`src/source/ts_pkg.sv`:
```
package ts_pkg;

	// Transport stream constants
	localparam logic [7:0] TS_SYNC_BYTE = 8'h47;
	localparam logic [7:0] TS_PKT_BYTES = 8'd188;
	localparam logic [5:0] TS_PKT_WORDS = 6'd47;

	// Register map, byte addresses
	localparam logic [8:0] REG_CTRL   = 9'h000;
	localparam logic [8:0] REG_PID    = 9'h004;
	localparam logic [8:0] REG_COUNT  = 9'h008;
	localparam logic [8:0] REG_STATUS = 9'h00C;
	localparam logic [8:0] BUF_BASE   = 9'h100;
	localparam logic [8:0] BUF_END    = 9'h1BB; // Last byte of word 46

	// One stream byte
	typedef struct packed {
		logic       valid;
		logic       sync;
		logic [7:0] data;
	} ts_byte_t;

	// Packed word from filter to buffer
	typedef struct packed {
		logic        valid;
		logic [5:0]  idx;
		logic [31:0] data;
		logic        last;
	} ts_word_t;

	// PID register fields, pid in the low bits
	typedef struct packed {
		logic [14:0] rsvd_hi;
		logic        pid_en;
		logic [2:0]  rsvd_lo;
		logic [12:0] pid;
	} pid_fields_t;

	typedef union packed {
		logic [31:0] raw;
		pid_fields_t f;
	} pid_reg_u;

	typedef struct packed {
		logic        cyc;
		logic        stb;
		logic        we;
		logic [8:0]  adr;
		logic [31:0] dat;
	} wb_req_t;

	typedef struct packed {
		logic        ack;
		logic [31:0] dat;
	} wb_rsp_t;

endpackage

```
`src/source/ts_regs.sv`:
```
`timescale 1ns/10ps

module ts_regs (
	input  logic             clk,
	input  logic             rst_n,
	input  ts_pkg::wb_req_t  wb_req,
	output ts_pkg::wb_rsp_t  wb_rsp,
	input  logic [31:0]      match_count,
	input  logic [31:0]      rd_data,
	input  logic             done,
	input  logic             armed,
	output logic             match_enable,
	output ts_pkg::pid_reg_u cfg_pid,
	output logic             arm,
	output logic [5:0]       rd_word
);
	import ts_pkg::*;

	logic        ack_q;
	logic        req_hit;
	logic        wr_hit;
	logic        in_buf;
	logic        buf_sel_q;
	logic [31:0] reg_rdata;
	logic [31:0] reg_rdata_q;
	pid_reg_u    pid_wr;
	pid_reg_u    pid_keep;

	// New request only while ack is low
	assign req_hit = wb_req.cyc && wb_req.stb && !ack_q;
	assign wr_hit  = req_hit && wb_req.we;

	assign in_buf  = (wb_req.adr >= BUF_BASE) && (wb_req.adr <= BUF_END);
	assign rd_word = in_buf ? wb_req.adr[7:2] : '0; // Buffer reads one cycle ahead of ack

	// Keep pid and enable, reserved bits read back zero
	always_comb begin
		pid_wr.raw          = wb_req.dat;
		pid_keep.raw        = '0;
		pid_keep.f.pid      = pid_wr.f.pid;
		pid_keep.f.pid_en   = pid_wr.f.pid_en;
	end

	always_comb begin
		case (wb_req.adr)
			REG_CTRL:   reg_rdata = {31'd0, match_enable}; // Arm reads zero
			REG_PID:    reg_rdata = cfg_pid.raw;
			REG_COUNT:  reg_rdata = match_count;
			REG_STATUS: reg_rdata = {30'd0, armed, done};
			default:    reg_rdata = '0;
		endcase
	end

	always_ff @(posedge clk) begin
		if (!rst_n) begin
			ack_q        <= 1'b0;
			arm          <= 1'b0;
			buf_sel_q    <= 1'b0;
			match_enable <= 1'b0;
			cfg_pid      <= '0;
		end else begin
			ack_q <= req_hit;
			arm   <= wr_hit && (wb_req.adr == REG_CTRL) && wb_req.dat[1];
			if (req_hit) begin
				buf_sel_q <= in_buf;
			end
			if (wr_hit && (wb_req.adr == REG_CTRL)) begin
				match_enable <= wb_req.dat[0];
			end
			if (wr_hit && (wb_req.adr == REG_PID)) begin
				cfg_pid <= pid_keep;
			end
		end
	end

	// Register view sampled with the request
	always_ff @(posedge clk) begin
		if (req_hit) begin
			reg_rdata_q <= reg_rdata;
		end
	end

	assign wb_rsp.ack = ack_q;
	assign wb_rsp.dat = buf_sel_q ? rd_data : reg_rdata_q;

endmodule

```
`src/source/ts_pid_filter.sv`:
```
`timescale 1ns/10ps

module ts_pid_filter (
	input  logic             clk,
	input  logic             rst_n,
	input  ts_pkg::ts_byte_t ts_in,
	input  logic             match_enable,
	input  ts_pkg::pid_reg_u cfg_pid,
	output ts_pkg::ts_word_t word_out,
	output logic [31:0]      match_count
);
	import ts_pkg::*;

	logic [7:0]  pos;       // Index of the next byte, TS_PKT_BYTES when idle
	logic [7:0]  cur;
	logic        pkt_start;
	logic        take;
	logic        matched;
	logic        pid_hit;
	logic [23:0] acc;       // Low three bytes of the word being built
	logic        wo_valid;
	logic [5:0]  wo_idx;
	logic [31:0] wo_data;
	logic        wo_last;

	assign pkt_start = ts_in.valid && ts_in.sync && (ts_in.data == TS_SYNC_BYTE);
	assign cur       = pkt_start ? 8'd0 : pos;
	assign take      = ts_in.valid && (cur < TS_PKT_BYTES);

	// PID is byte 1 low bits followed by byte 2
	assign pid_hit = ({acc[12:8], ts_in.data} == cfg_pid.f.pid) &&
		cfg_pid.f.pid_en && match_enable;

	always_ff @(posedge clk) begin
		if (!rst_n) begin
			pos         <= TS_PKT_BYTES;
			matched     <= 1'b0;
			match_count <= '0;
			wo_valid    <= 1'b0;
		end else begin
			wo_valid <= take && matched && (cur[1:0] == 2'd3);
			if (take) begin
				pos <= cur + 8'd1;
				if (cur == 8'd0) begin
					matched <= 1'b0;
				end else if (cur == 8'd2) begin
					matched <= pid_hit;
					if (pid_hit) begin
						match_count <= match_count + 32'd1;
					end
				end
			end
		end
	end

	always_ff @(posedge clk) begin
		if (take) begin
			case (cur[1:0])
				2'd0:    acc[7:0]   <= ts_in.data;
				2'd1:    acc[15:8]  <= ts_in.data;
				2'd2:    acc[23:16] <= ts_in.data;
				default: acc        <= acc; // Byte 3 goes straight into the word
			endcase
			wo_idx  <= cur[7:2];
			wo_data <= {ts_in.data, acc};
			wo_last <= (cur[7:2] == TS_PKT_WORDS - 6'd1);
		end
	end

	assign word_out.valid = wo_valid;
	assign word_out.idx   = wo_idx;
	assign word_out.data  = wo_data;
	assign word_out.last  = wo_last;

endmodule

```
`src/source/ts_capture_buf.sv`:
```
`timescale 1ns/10ps

module ts_capture_buf (
	input  logic             clk,
	input  logic             rst_n,
	input  ts_pkg::ts_word_t word_in,
	input  logic             arm,
	input  logic [5:0]       rd_word,
	output logic [31:0]      rd_data,
	output logic             done,
	output logic             armed
);
	import ts_pkg::*;

	logic [31:0] mem [0:TS_PKT_WORDS-1];
	logic        capturing;
	logic        first_word;
	logic        wr_en;

	assign first_word = word_in.valid && (word_in.idx == 6'd0);

	// Mid-packet words after arm belong to a packet already in flight
	assign wr_en = word_in.valid && armed && !arm && (capturing || first_word);

	always_ff @(posedge clk) begin
		if (!rst_n) begin
			armed     <= 1'b0;
			done      <= 1'b0;
			capturing <= 1'b0;
		end else if (arm) begin
			armed     <= 1'b1;
			done      <= 1'b0;
			capturing <= 1'b0;
		end else if (wr_en) begin
			if (word_in.last) begin
				armed     <= 1'b0;
				capturing <= 1'b0;
				done      <= 1'b1;
			end else begin
				capturing <= 1'b1; // Word 0 also restarts a partial capture
			end
		end
	end

	always_ff @(posedge clk) begin
		if (wr_en) begin
			mem[word_in.idx] <= word_in.data;
		end
	end

	// Registered read, lines up with the bus ack
	always_ff @(posedge clk) begin
		if (rd_word < TS_PKT_WORDS) begin
			rd_data <= mem[rd_word];
		end else begin
			rd_data <= '0;
		end
	end

endmodule

```
`src/source/ts_monitor.sv`:
```
`timescale 1ns/10ps

module ts_monitor (
	input  logic             clk,
	input  logic             rst_n,
	input  ts_pkg::wb_req_t  wb_req,
	output ts_pkg::wb_rsp_t  wb_rsp,
	input  ts_pkg::ts_byte_t ts_in
);
	import ts_pkg::*;

	logic        match_enable;
	pid_reg_u    cfg_pid;
	logic        arm;
	logic [5:0]  rd_word;
	logic [31:0] rd_data;
	logic        done;
	logic        armed;
	logic [31:0] match_count;
	ts_word_t    pkt_word;

	ts_regs u_regs (
		.clk          (clk),
		.rst_n        (rst_n),
		.wb_req       (wb_req),
		.wb_rsp       (wb_rsp),
		.match_count  (match_count),
		.rd_data      (rd_data),
		.done         (done),
		.armed        (armed),
		.match_enable (match_enable),
		.cfg_pid      (cfg_pid),
		.arm          (arm),
		.rd_word      (rd_word)
	);

	ts_pid_filter u_filter (
		.clk          (clk),
		.rst_n        (rst_n),
		.ts_in        (ts_in),
		.match_enable (match_enable),
		.cfg_pid      (cfg_pid),
		.word_out     (pkt_word),
		.match_count  (match_count)
	);

	ts_capture_buf u_buf (
		.clk     (clk),
		.rst_n   (rst_n),
		.word_in (pkt_word),
		.arm     (arm),
		.rd_word (rd_word),
		.rd_data (rd_data),
		.done    (done),
		.armed   (armed)
	);

endmodule

```
`config.mk`:
```
export PLATFORM = sky130hd
export DESIGN_NAME = ts_monitor
export DESIGN_NICKNAME = d
export VERILOG_FILES = /design/src/source/ts_pkg.sv /design/src/source/ts_regs.sv /design/src/source/ts_pid_filter.sv /design/src/source/ts_capture_buf.sv /design/src/source/ts_monitor.sv
export SDC_FILE = /design/constraint.sdc
export NUM_CORES = 2
export LEC_CHECK = 0
export BUFFER_PORTS_ARGS = -buffer_cell sky130_fd_sc_hd__buf_2
export CORE_MARGIN = 3
export CORE_UTILIZATION = 60
export CTS_CLUSTER_DIAMETER = 200
export DETAILED_ROUTE_END_ITERATION = 7
export HOLD_SLACK_MARGIN = 0.12
export PLACE_DENSITY = 0.76
export SYNTH_ARGS = -nofsm -noshare
export SYNTH_HDL_FRONTEND = slang
export SYNTH_HIERARCHICAL = 1
export SYNTH_SLANG_ARGS = --single-unit
```
`constraint.sdc`:
```
create_clock -name clk -period 4.4 [get_ports clk]
set_input_delay 0.66 -clock clk [delete_from_list [all_inputs] [get_ports clk]]
set_output_delay 0.66 -clock clk [all_outputs]
set_load 0.005 [all_outputs]
```
==> impl_metrics.ini <==
[drt]
via_count = 34116
avgRoutedWirePerCell_um = 33.05
viasPerCell = 6.826
first_pass_iters = 8
drcViolationCount = 6
drt_first_iter_violations = 5105
final_antenna_net_count = 0
routed_wl_mm = 165.2

[worst_setup_path]
crit_family = compound AO/OA/AOI/OAI gates
crit_type = input port to register
critPathArrivalTime_ns = 4.08
slowest_stage = mux4_2
cp_max_fo = 77
critPathLaunchType = input port
slowest_delay_ns = 0.54
required_ns = 5.01
critPathCaptureType = register
critical_path.cell_chain = buf_2 > a41o_1 > a21boi_1 > and2_4 > buf_12 > buf_4 > mux4_2 > mux2i_1 > o21ai_0 > a21oi_1 > nor4_1
path_buf_inv = 3

[synthesis]
syn_area_per_cell_um2 = 20.37
ys.warnings.count = 6
synthesis.nets = 3296
syn_area_mm2 = 0.06590
syn-instance-count = 3235

[power]
leakage_nw = 23.40
p_int_mw = 25.67
p_switching_mw = 6.636
power_density_mw_per_mm2 = 436.4
pwr-share-comb = 0.041
switching_share = 0.2054
p_seq_frac = 0.542
peakVddDrop_mv = 0.3080
pwr-share-clk = 0.417

[grt]
grt_pass1_vias = 34596
track_usage = 0.2966
antenna_found_initial = 5
overflow = 0
grt_pass1_wl_mm = 238.9
grt_max_degree = 78

[cts]
numCtsBuffers = 159
clkSinkCount = 1694
htreeDepth = 4
clk_latency_ns = 0.77
cts-resized-gates = 0
root_buffer = clkbuf_16
cts_setup_buffers = 0
clock_path_buffers = 3
clkTransAtPathRegs_ns = 0.06
cts_tree = built

[outcome]
violations = DRC
outcome = finished, violations left

[die]
ios = 89
fp.dieW_um = 337.4
start_util = 0.6105
die_h_um = 337.4
die-area_mm2 = 0.1138
rows = 120
core_area_mm2 = 0.1080

[timing]
clock_skew_ns = 0.02177
finalWorstSetupSlack_ns = 0.9285
maxSlewViolCount = 0
fmaxAchievable_mhz = 288.1
finalHoldViolCount = 0
tightest_slew_ns = 1.165
period_share = 0.7890
setup_tns_ns = 0
setup_viol = 0
slew_headroom = 0.2234
min_period_ns = 3.471
rsz0062_at_grt = false

[placement]
dp.final_hpwl_mm = 92.85
place_worst_setup_slack_ns = 0.2421
placed_cells = 4692
numPortBuffers = 70
place_congestion = 0.8673

[final_layout]
stdcell_count = 4998
final_cell_mix = 1,599 x edfxtp_1, 336 x mux4_2, 162 x clkbuf_16
layout-drive-gt1-share = 0.2661
syn_to_final_growth_pct = 12.33
fin_nets = 3519
layout_commonest_cell = edfxtp_1

[job]
maxCapViolCount = 0

[worst_hold_path]
hold_class = input port to register
state kept, by name (all words and copies together) (netlist names), 6 cells and up:
register and flops:
u_buf/mem 1504, u_buf/rd_data 32, u_filter/match_count 32, u_filter/wo_data 32
u_regs/reg_rdata_q 32, u_filter/acc 24, u_regs/cfg_pid 14, u_filter/pos 8
u_filter/wo_idx 6
layer usage:
metal	track usage	wire length, um
met5	0	15
met2	0.4745	80510
met3	0.05927	18470
met1	0.4055	58650
met4	0.1269	7557
cell type report:
class | instances | area [um^2]
Antenna cell | 2 | 5.005
Clock buffer | 213 | 4335
Clock inverter | 83 | 795.8
Fill cell | 6270 | 33930
Inverter | 21 | 81.33
Multi-Input combinational cell | 1336 | 15120
Sequential cell | 1694 | 49920
Tap cell | 1403 | 1755
Timing Repair Buffer | 246 | 2012
what timing repair did:
item,CTS,global route
hold endpoints to repair,4,0
hold buffers,4,0
setup endpoints to repair,0,0
worst min-delay path: cells and delay by family:
family | cells | cell delay, ns
buf+inv | 1 | 0.10
mux | 1 | 0.06
simple gates | 1 | 0.05
power groups by stage:
stage / Combinational, mW / Clock, mW / Sequential, mW
finish: 1.31 / 13.5 / 17.5
global route: 1.37 / 14.2 / 17.5
CTS: 1.31 / 13.6 / 17.5
detailed placement: 1.28 / 0 / 17.9
global placement: 1.25 / 0 / 17.9
floorplan: 0.847 / 0 / 17.8
final timing paths:
kind	from	endpoint	slack, ns	cells past startpoint
min	wb_req[8]	u_regs/cfg_pid[8]$_SDFFE_PN0P_	0.16	3
max	wb_req[34]	u_buf/rd_data[0]$_SDFF_PP0_	0.93	11
min reg2reg	u_filter/acc[17]$_DFFE_PP_	u_filter/wo_data[17]$_DFFE_PP_	0.42	0
max reg2reg	u_buf/armed$_SDFFE_PN0P_	u_buf/mem[23][6]$_DFFE_PP_	1.42	5
metrics by stage:
step / hold WS, ns / cell area, um^2 / util / power [mW]
6_report: 0.1638 / 74030 / 0.6857 / 32.31
5_1_grt: 0.1623 / 74020 / 0.6857 / 33.09
4_1_cts: 0.1247 / 73910 / 0.6847 / 32.42
3_5_place_dp: 0.4045 / 68740 / 0.6368 / 19.14
3_3_place_gp: 0.4004 / 68740 / 0.6368 / 19.11
2_1_floorplan: 0.4003 / 65900 / - / 18.63
No activity file was read; power rests on OpenSTA's default activity.
